==> config.mk <==
export PLATFORM = sky130hd
export DESIGN_NAME = tetris_core
export DESIGN_NICKNAME = d
export VERILOG_FILES = /design/src/tetris_pkg.sv /design/src/drop_if.sv /design/src/tetris_core.sv /design/src/game_ctrl.sv /design/src/playfield_store.sv /design/src/drop_engine.sv /design/src/piece_gen.sv
export SDC_FILE = /design/constraint.sdc
export NUM_CORES = 1
export LEC_CHECK = 0
export BUFFER_PORTS_ARGS = -buffer_cell sky130_fd_sc_hd__buf_4
export CORE_ASPECT_RATIO = 0.7
export CORE_MARGIN = 1
export CORE_UTILIZATION = 30
export DETAILED_ROUTE_END_ITERATION = 8
export GPL_TIMING_DRIVEN = 1
export PLACE_DENSITY = 0.56
export SETUP_SLACK_MARGIN = 0.4
export SYNTH_ARGS = -nofsm -noshare
export SYNTH_HDL_FRONTEND = slang
export SYNTH_SLANG_ARGS = --single-unit
==> constraint.sdc <==
create_clock -name clk -period 9.3 [get_ports clk]
set_input_delay 0.465 -clock clk [delete_from_list [all_inputs] [get_ports clk]]
set_output_delay 0.465 -clock clk [all_outputs]
set_load 0.03 [all_outputs]
==> src/tetris_pkg.sv <==
package tetris_pkg;

    // Playfield geometry
    localparam int ROWS       = 22;     // Row 0 is the top
    localparam int COLS       = 10;
    localparam int SPAWN_COL  = 3;      // Left edge of the 4x4 piece box
    localparam int NUM_PIECES = 7;

    // Whole playfield, row major, row 0 in the top bits
    typedef logic [0:ROWS-1][0:COLS-1] grid_t;

    typedef logic [2:0] piece_idx_t;    // 0..6
    typedef logic [4:0] row_off_t;      // Box offset 0..21

    // 4x4 occupancy, s[0] is the top row, s[r][0] the left column
    typedef logic [0:3][0:3] shape_t;

    // Controller states
    typedef enum logic [1:0] {
        SPAWN   = 2'd0,                 // Load next piece
        FALLING = 2'd1,                 // Piece moves on ticks
        LANDED  = 2'd2,                 // Merge into the stack
        OVER    = 2'd3                  // Spawn blocked, sticky until reset
    } game_state_t;

    // Tetromino masks, top row always occupied
    // Order I, O, T, S, Z, J, L
    localparam shape_t [0:NUM_PIECES-1] SHAPES = {
        16'b1111_0000_0000_0000,        // I
        16'b1100_1100_0000_0000,        // O
        16'b1110_0100_0000_0000,        // T
        16'b0110_1100_0000_0000,        // S
        16'b1100_0110_0000_0000,        // Z
        16'b1000_1110_0000_0000,        // J
        16'b0010_1110_0000_0000         // L
    };

endpackage
==> src/drop_if.sv <==
`timescale 1ns/1ps

interface drop_if import tetris_pkg::*; ();

    // Controller side
    logic     load;         // Capture new piece at offset 0
    logic     step;         // Tick seen while falling

    // Engine side
    logic     blocked;      // Current position overlaps the stack
    logic     stuck;        // One row lower is not possible
    grid_t    piece_grid;   // Active piece on an empty field
    row_off_t row_off;      // Current box offset

    modport ctrl (
        output load,
        output step,
        input  blocked,
        input  stuck
    );

    modport eng (
        input  load,
        input  step,
        output blocked,
        output stuck,
        output piece_grid,
        output row_off
    );

endinterface

==> src/tetris_core.sv <==
`timescale 1ns/1ps

module tetris_core import tetris_pkg::*; (
    input  logic  clk,
    input  logic  reset,
    input  logic  tick,         // Gravity enable, one clk wide
    output grid_t display,
    output logic  landed,
    output logic  game_over
);

    logic   spawn;
    logic   merge;
    logic   show_piece;
    shape_t shape;
    grid_t  stored_grid;

    drop_if bus ();             // Controller to engine

    game_ctrl u_ctrl (
        .clk        (clk),
        .reset      (reset),
        .tick       (tick),
        .bus        (bus.ctrl),
        .spawn      (spawn),
        .merge      (merge),
        .show_piece (show_piece),
        .landed     (landed),
        .game_over  (game_over)
    );

    piece_gen u_gen (
        .clk   (clk),
        .reset (reset),
        .spawn (spawn),
        .idx   (),              // Shape already carries the piece
        .shape (shape)
    );

    drop_engine u_engine (
        .clk         (clk),
        .reset       (reset),
        .bus         (bus.eng),
        .shape       (shape),
        .stored_grid (stored_grid)
    );

    playfield_store u_store (
        .clk         (clk),
        .reset       (reset),
        .merge       (merge),
        .piece_grid  (bus.piece_grid),
        .stored_grid (stored_grid),
        .display     (display),
        .show_piece  (show_piece)
    );

endmodule

==> src/game_ctrl.sv <==
`timescale 1ns/1ps

module game_ctrl import tetris_pkg::*; (
    input  logic clk,
    input  logic reset,
    input  logic tick,          // One-cycle gravity pulse
    drop_if.ctrl bus,
    output logic spawn,         // Advance piece_gen
    output logic merge,         // Write piece into the stack
    output logic show_piece,    // Overlay piece on display
    output logic landed,        // One pulse per landing
    output logic game_over
);

    game_state_t state, next_state;

    // State register
    always_ff @(posedge clk, posedge reset) begin
        if (reset)
            state <= SPAWN;
        else
            state <= next_state;
    end

    // Next state
    always_comb begin
        next_state = state;
        case (state)
            SPAWN:   next_state = FALLING;
            FALLING: begin
                // Blocked can only rise in the first falling cycle,
                // later moves are all checked by stuck
                if (bus.blocked)
                    next_state = OVER;
                else if (tick && bus.stuck)
                    next_state = LANDED;
            end
            LANDED:  next_state = SPAWN;    // Stack updated on this edge
            OVER:    next_state = OVER;     // Only reset gets out
            default: next_state = SPAWN;
        endcase
    end

    // Decoded controls
    assign bus.load   = (state == SPAWN);
    assign spawn      = (state == SPAWN);
    assign bus.step   = tick && (state == FALLING) && !bus.blocked;  // Other ticks dropped
    assign merge      = (state == LANDED);
    assign landed     = (state == LANDED);
    assign show_piece = (state == FALLING);

    // Sticky flag, high together with OVER
    always_ff @(posedge clk, posedge reset) begin
        if (reset)
            game_over <= 1'b0;
        else if (next_state == OVER)
            game_over <= 1'b1;
    end

endmodule

==> src/playfield_store.sv <==
`timescale 1ns/1ps

module playfield_store import tetris_pkg::*; (
    input  logic  clk,
    input  logic  reset,
    input  logic  merge,        // Landed piece goes into the stack
    input  grid_t piece_grid,   // Active piece from the engine
    output grid_t stored_grid,  // Permanent stack
    output grid_t display,      // What the player sees
    input  logic  show_piece    // High only while falling
);

    // Stack only ever gains cells until reset
    always_ff @(posedge clk, posedge reset) begin
        if (reset)
            stored_grid <= '0;
        else if (merge)
            stored_grid <= stored_grid | piece_grid;
    end

    // Overlay the falling piece
    always_comb begin
        if (show_piece)
            display = stored_grid | piece_grid;
        else
            display = stored_grid;  // SPAWN, LANDED and OVER
    end

endmodule

==> src/drop_engine.sv <==
`timescale 1ns/1ps

module drop_engine import tetris_pkg::*; (
    input  logic   clk,
    input  logic   reset,
    drop_if.eng    bus,
    input  shape_t shape,        // From piece_gen
    input  grid_t  stored_grid   // Permanent stack
);

    shape_t     cur_shape;       // Active mask, zero when no piece
    logic       retire;          // Landing step seen, merge is this cycle
    logic [1:0] bot_row;         // Lowest occupied mask row
    row_off_t   bottom_abs;      // Field row of that mask row
    grid_t      below;           // Piece moved down one row

    // Drop the 4x4 mask into the field at SPAWN_COL and the given offset
    function automatic grid_t place_piece(input shape_t s, input row_off_t off);
        grid_t g;
        g = '0;
        for (int r = 0; r < 4; r++) begin
            for (int c = 0; c < 4; c++) begin
                if (int'(off) + r < ROWS)   // Rows past the floor are empty anyway
                    g[int'(off) + r][SPAWN_COL + c] = s[r][c];
            end
        end
        return g;
    endfunction

    assign bus.piece_grid = place_piece(cur_shape, bus.row_off);

    // Lowest row holding a cell
    always_comb begin
        bot_row = 2'd0;
        for (int r = 0; r < 4; r++) begin
            if (|cur_shape[r])
                bot_row = 2'(r);
        end
    end

    assign bottom_abs = bus.row_off + row_off_t'(bot_row);

    // Shifting the packed field right by one row width moves everything down
    assign below = grid_t'(bus.piece_grid >> COLS);

    assign bus.blocked = |(bus.piece_grid & stored_grid);
    assign bus.stuck   = (bottom_abs >= row_off_t'(ROWS - 1))   // On the floor
                       | (|(below & stored_grid));             // On the stack

    // Piece and offset registers
    always_ff @(posedge clk, posedge reset) begin
        if (reset) begin
            cur_shape   <= '0;
            bus.row_off <= '0;
            retire      <= 1'b0;
        end else if (bus.load) begin
            cur_shape   <= shape;           // New piece at the top
            bus.row_off <= '0;
            retire      <= 1'b0;
        end else if (retire) begin
            // Store takes the piece on this edge, then it is gone
            cur_shape   <= '0;
            retire      <= 1'b0;
        end else if (bus.step) begin
            if (bus.stuck)
                retire <= 1'b1;             // Controller goes to LANDED
            else
                bus.row_off <= bus.row_off + 5'd1;
        end
    end

endmodule

==> src/piece_gen.sv <==
`timescale 1ns/1ps

module piece_gen import tetris_pkg::*; (
    input  logic       clk,
    input  logic       reset,
    input  logic       spawn,   // Advance after the current piece is taken
    output piece_idx_t idx,     // Current piece in the cycle
    output shape_t     shape    // Mask for idx
);

    logic last_piece;

    // Wrap point of the fixed sequence
    assign last_piece = (idx == piece_idx_t'(NUM_PIECES - 1));

    // Cycle counter, first piece after reset is I
    always_ff @(posedge clk, posedge reset) begin
        if (reset) begin
            idx <= '0;
        end else if (spawn) begin
            // Engine grabs shape on this same edge, so step past it
            if (last_piece)
                idx <= '0;
            else
                idx <= idx + 3'd1;
        end
    end

    // Table lookup, purely combinational
    always_comb begin
        if (idx < piece_idx_t'(NUM_PIECES))
            shape = SHAPES[idx];
        else
            shape = '0;         // Index 7 never reached
    end

endmodule

Word level (Yosys, flattened, before mapping)
Memories as Yosys holds them, arrays and structs flattened.
Cells that the tools add are included.

operators by class
  add/subtract/negate cells = 6
  multipliers = 0
  div/mod/pow operators = 0
  order comparisons = 15
  eq/ne operators = 7
  shift operators = 0
  multiplexer cells = 84
  bitwise operators = 10
  reductions and logical operators = 17

operator list
  kind                   count
  $mux W220              17
  $bwmux W220            15
  $demux W10 S5          16
  $and A220 B220 Y220    2
  $reduce_or A220 Y1     2
  $and A210 B220 Y220    1
  $or A220 B220 Y220     1
  $ge A32 B6 Y1 const B  4
  $lt A32 B1 Y1 const B  4
  $lt A32 B6 Y1 const B  3
  $not A32 Y32           3
  $mux W16               5
  $mux W5                8
  $not A5 Y32            1
  $mux W7                4
  $mux W6                4
  $mux W4                4
  $add A5 B2 Y6 const B  2
  $reduce_or A4 Y1       3
  $mux W2                4
  $pmux W2 S4            1
  $logic_and A1 B1 Y1    7
  $add A5 B1 Y6 const B  1
  $eq A2 B2 Y1 const B   3
  other kinds (18)       24

word-level totals
  register bits after elaboration = 248
  latch bits = 0
  bits in writable memories = 0
  bits in read-only memories = 128
  input bits = 3
  memories = 1

memory list
  name             words  bits a word  read ports  clocked after memory_dff  wr ports  line             source
  (no name shown)  8      16           1           0                         0         piece_gen.sv:32  shape = SHAPES[idx];

Depth between registers and ports, before layout
  depth after elaboration = 45
  gate-level depth with buffers = 15
  depth with buffers taken out = 13

Hierarchy
Synthesis repeated with hierarchy kept, for this count alone.

unflattened totals
  cell total of the unflattened synthesis = 2038
  area, all modules = 18423.9 µm²

by module, submodules not included
  module           instances  cells an instance  area an instance (µm²)  sequential area each (µm²)
  playfield_store  1          709                9187.6                  5505.3
  drop_engine      1          1278               8765.9                  550.5
  piece_gen        1          35                 304.0                   75.1
  game_ctrl        1          16                 166.4                   75.1

Worst setup path before layout
No wires, ideal clock.

  path type = flip-flop to flip-flop
  start point = register u_engine.bus.row_off[0]
  end point = register u_engine.bus.row_off[2]
  data arrival time = 3672 ps
  data required time = 9221 ps
  path slack = 5549 ps
  cell stages (with the launch flop) = 15
  period minus slack after synthesis = 3751 ps
  cells stage by stage = dfrtp_1 buf_6 inv_1 ha_1 nor3b_1 and4_1 clkbuf_1 mux2_2 a221o_1 a22oi_1 nand4_1 nor4_1 nand4_2 nor4_1 mux2i_1

between the ends
  cells in the longest elaborated chain, start to end = 43
  elaborated cells between the ends (all ways) = 104
  those cells by class = add/sub: 5; order compare: 13; eq/ne: 1; mux: 67; bitwise: 8; reduce/logical: 10

RTL lines
  item                                                                         line               source
  from (decl)                                                                  drop_if.sv:28      output row_off
  from (signal assigned)                                                       drop_engine.sv:68  bus.row_off <= bus.row_off + 5'd1;
  $not A5 Y32 (implied by the code)                                            drop_engine.sv:24  g[int'(off) + r][SPAWN_COL + c] = s[r][c];
  $ge A32 B6 Y1 (implied by the code) / $lt A32 B1 Y1 (equally long branches)  drop_engine.sv:24
  $logic_and A1 B1 Y1 (implied by the code)                                    drop_engine.sv:24
  $mux W7 (implied by the code)                                                drop_engine.sv:24
  $demux W10 S5                                                                drop_engine.sv:24
  $and A220 B220 Y220 (no line)                                                -
  $mux W220                                                                    drop_engine.sv:23  if (int'(off) + r < ROWS)
  $bwmux W220                                                                  drop_engine.sv:24
  [27 not listed]                                                              -
  $bwmux W220                                                                  drop_engine.sv:24
  $mux W220                                                                    drop_engine.sv:23
  $and A220 B220 Y220                                                          drop_engine.sv:46  assign bus.blocked = |(bus.piece_grid & stored_grid);
  $reduce_or A220 Y1                                                           drop_engine.sv:46
  $logic_not A1 Y1                                                             game_ctrl.sv:47    assign bus.step = tick && (state == FALLING) && !bus.blocked;
  $logic_and A1 B1 Y1                                                          game_ctrl.sv:47
  $reduce_bool A2 Y1 (no line)                                                 -
  $reduce_and A3 Y1 (no line)                                                  -

Several ways; a longest one is shown, not always the timed one. The select of a mux whose other input is x is not followed.
A chain may end at the register's enable or synchronous reset.

==> results by group <==
Run status
  • Outcome: finished, final reports clean

Floorplan
  • Core Box Area: 35000 sq um
  • Initial Util: 30.7%
  • X dimension of the die: 228 um
  • Num rows: 57
  • Ports: 225
  • Floorplan die area: 36600 sq um
  • Die extent in y: 160 um

Drt
  • Residual DRC count: 0
  • Iteration count of the initial detailed-routing pass: 6
  • Via Count: 11.2k
  • Number of antenna-violating nets in the routed design: 0
  • Via density per instance: 6.26
  • Mean routed wirelength per cell: 31.4 um
  • Iter 0 DRT Violations: 1857
  • Sum of routed wire length over all layers: 56.4 mm

Global routing
  • Maximum number of pins on one net before global-route repair: 71
  • Global-route wire length before repair: 79.1 mm
  • Number of global-route vias before repair: 10.0k
  • Total congestion overflow after global routing: 0
  • Antenna violations before repair: 1
  • Global-route total usage across every layer: 30.1%

Clock tree
  • Clock tree from TritonCTS: yes
  • Clock slew seen by the registers of the worst setup and hold paths: 0.08 ns
  • Hold-fix buffer count after cts: 0
  • Library cell used as clock root buffer: clkbuf_16
  • H-Tree Depth: 3
  • Buffers inserted by post-CTS timing repair: 0
  • CTS max path bufs: 2
  • Clk_lat worst skew: 0.39 ns
  • CTS Buf Count: 9
  • Post-CTS sizing: 0
  • # clock sinks: 107

Setup path
  • Ordered list of cells on the worst path: inv_1 -> ha_1 -> and2b_1 -> and3_1 -> o31ai_1 -> a21boi_0 -> nand2_1 -> o21bai_1 -> buf_4
  • Slowest stage cell on the critical path: a21boi_0
  • Data arrival at the endpoint of the critical path: 4.94 ns
  • Delay of the slowest critical-path stage: 0.93 ns
  • Biggest fanout along the worst timing path: 18
  • Startpoint of the most critical register-to-register path: u_engine.bus.row_off[0]
  • Critical Path Source Type: register
  • Type of destination of the critical path: output pin
  • Required @ worst endpoint: 8.84 ns
  • Kind of critical path: register to output pin
  • Critical Path Start: u_engine.bus.row_off[0]

Synth
  • Most common cell in the synthesized netlist: buf_4
  • Post-synthesis register bit count: 107
  • Most instantiated cells after synthesis: buf_4, dfrtp_1, a21o_1
  • Synth Cell Area: 10800 sq um
  • Dominant cells by area after synthesis: dfrtp_1, buf_4, a21o_1, a31o_2, nand3_1
  • Ys async rst share: 100%
  • Number of enable flip-flop cells after synthesis: 0
  • Post-synth top area cell: dfrtp_1
  • Dominant register cell in the synthesized netlist: dfrtp_1
  • Part of the Yosys area used for sequential elements: 24.9%
  • Cell count after synthesis: 1270
  • Post-Syn Area per Cell: 8.47 sq um
  • Area share of the largest cell type after synthesis: 24.9%
  • Synth unique cells: 112
  • YS warnings: 0

Timing
  • Headroom to the max-slew limit: 4.16%
  • Hold Vio Cnt, Final: 0
  • Fin crit share: 58.2%
  • Worst Tran Pin Value: 1.42 ns
  • Largest clock skew in the final design: 0.0162 ns
  • Unrepaired setup endpoints after global routing: false
  • Highest clock frequency the design can meet: 185 MHz
  • Tmin final: 5.41 ns
  • Final slew viol count: 0
  • Finish-stage setup viols: 0
  • Sum Neg Setup Slack: 0 ns

Final layout
  • Antenna Diode Count: 0
  • Storage cell area: 2680 sq um
  • Multi-input combinational cell area: 6980 sq um
  • Filler-free cell count of the finished design: 1796
  • Net count, final: 1333
  • Number of fill cells: 3770
  • Area growth from synthesis to layout: 8.65%
  • Layout cells sized above 1: 21.4%

Placement
  • # port buffers: 92
  • Placed Cells incl. Taps: 1780
  • Post-detailed-placement half-perimeter wirelength: 43.5 mm
  • Routability congestion estimate from global placement: 1.07

Power and ir drop
  • Static power due to leakage: 5.64 nW
  • Worst-case vdd ir drop: 0.000146 V
  • Sum of internal, switching and leakage power: 0.00381 W
  • Power density normalized to cell area: 326 nW/um^2

Run
  • Max-capacitance violation count: 0

Min path
  • Path type of the worst min-delay path: input port to async pin
[worst max-delay path: cells and delay by family, from the launching register on]
kind | cells | cell delay (ns)
compound gates | 3 | 1.90
simple gates | 3 | 0.97
buf+inv | 2 | 0.52
flops | 1 | 0.68
fa+ha+maj | 1 | 0.49
[routing by layer]
metal | GRT usage, % | routed length [um] | vias up
met4 | 9.98 | 1860 | 0
met1 | 44.8 | 25400 | 5673
met2 | 40.1 | 22200 | 769
li1 | - | - | 4717
met3 | 9.57 | 6870 | 79
met5 | 0 | 0 | -
[worst paths after layout]
path | to | slack (ns) | depth (start not counted)
max in group asynchronous | u_engine.bus.row_off[4] | 7.76 | 3
max | display[45] | 3.89 | 9
max reg2reg | u_engine.bus.row_off[3] | 3.95 | 11
min | u_store.stored_grid[35] | 0.11 | 2
min reg2reg | u_ctrl.game_over | 0.48 | 1
min in group clk | u_ctrl.game_over | 0.48 | 1
[placed cells by master (no fill, tap or decap), types with 5 or more instances in the layout]
| master | Yosys | routed |
|---|---|---|
| a2111oi_0 | 7 | 6 |
| a211oi_1 | 20 | 20 |
| a21o_1 | 91 | 91 |
| a21oi_1 | 26 | 25 |
| a22o_1 | 12 | 12 |
| a22oi_1 | 24 | 24 |
| a31o_2 | 62 | 62 |
| a31oi_1 | 12 | 12 |
| a32o_1 | 6 | 6 |
| a32oi_1 | 37 | 37 |
| and2_1 | 19 | 19 |
| and3_1 | 19 | 19 |
| and4_1 | 5 | 5 |
| buf_4 | 137 | 135 |
| clkbuf_16 | 0 | 9 |
| conb_1 | 1 | 132 |
| dfrtp_1 | 107 | 106 |
| ha_1 | 11 | 11 |
| inv_1 | 25 | 24 |
| mux2_2 | 13 | 13 |
| mux2i_1 | 23 | 23 |
| nand2_1 | 89 | 89 |
| nand2b_1 | 12 | 12 |
| nand3_1 | 70 | 70 |
| nand4_1 | 40 | 40 |
| nor2_1 | 43 | 43 |
| nor2b_1 | 18 | 17 |
| nor3_1 | 27 | 27 |
| nor3b_1 | 8 | 8 |
| nor4_1 | 12 | 11 |
| nor4b_1 | 5 | 5 |
| o2111a_1 | 5 | 5 |
| o21ai_0 | 41 | 41 |
| o21bai_1 | 10 | 10 |
| o22ai_1 | 5 | 5 |
| o31ai_1 | 13 | 13 |
[registers in the layout, summed over array words and instances (netlist names)]
register and flops:
u_ctrl.game_over 1, u_ctrl.state 2, u_engine.bus.row_off 5, u_engine.cur_shape 7, u_engine.retire 1, u_gen.idx 3
u_store.stored_grid 88
[report_power, final]
group,internal (W),total [W],switching (W)
clock,0.000198,0.000414,0.000216
combinational,0.000696,0.00259,0.00190
sequential,0.000577,0.000802,0.000224
[layout make-up]
cell class / instances / share of cell area, %
multi-input cells: 1037 / 59.8
flip-flops and latches: 107 / 22.9
repair buffers: 135 / 8.68
well taps: 472 / 5.06
clock buffers: 10 / 2.05
inverters: 29 / 0.953
clock inverters: 6 / 0.557
[through the flow]
| stage | cell area, sq um | setup WS, ns | utilization, % | hold WS, ns |
|---|---|---|---|---|
| finish | 11700 | 3.89 | 33.4 | 0.114 |
| global route | 11700 | 3.65 | 33.4 | 0.149 |
| floorplan | 11200 | 5.55 | - | 0.423 |
| detailed placement | 11400 | 4.04 | 32.5 | 0.474 |
| CTS | 11700 | 4.05 | 33.4 | 0.0966 |
| global placement | 11400 | 4.07 | 32.5 | 0.469 |
[cells by family after synthesis]
kind of cell	after synthesis	synth area share [%]
DFF	107	24.9
and+or+nand+nor	406	21.3
xor gates and xnor gates	7	0.885
AOI/OAI and AO/OA	445	33.2
adders and majority gates	11	1.28
muxes	36	3.50
buffers and inverters	257	15.0
other	1	0.0349
(Power assumes the default switching activity.)
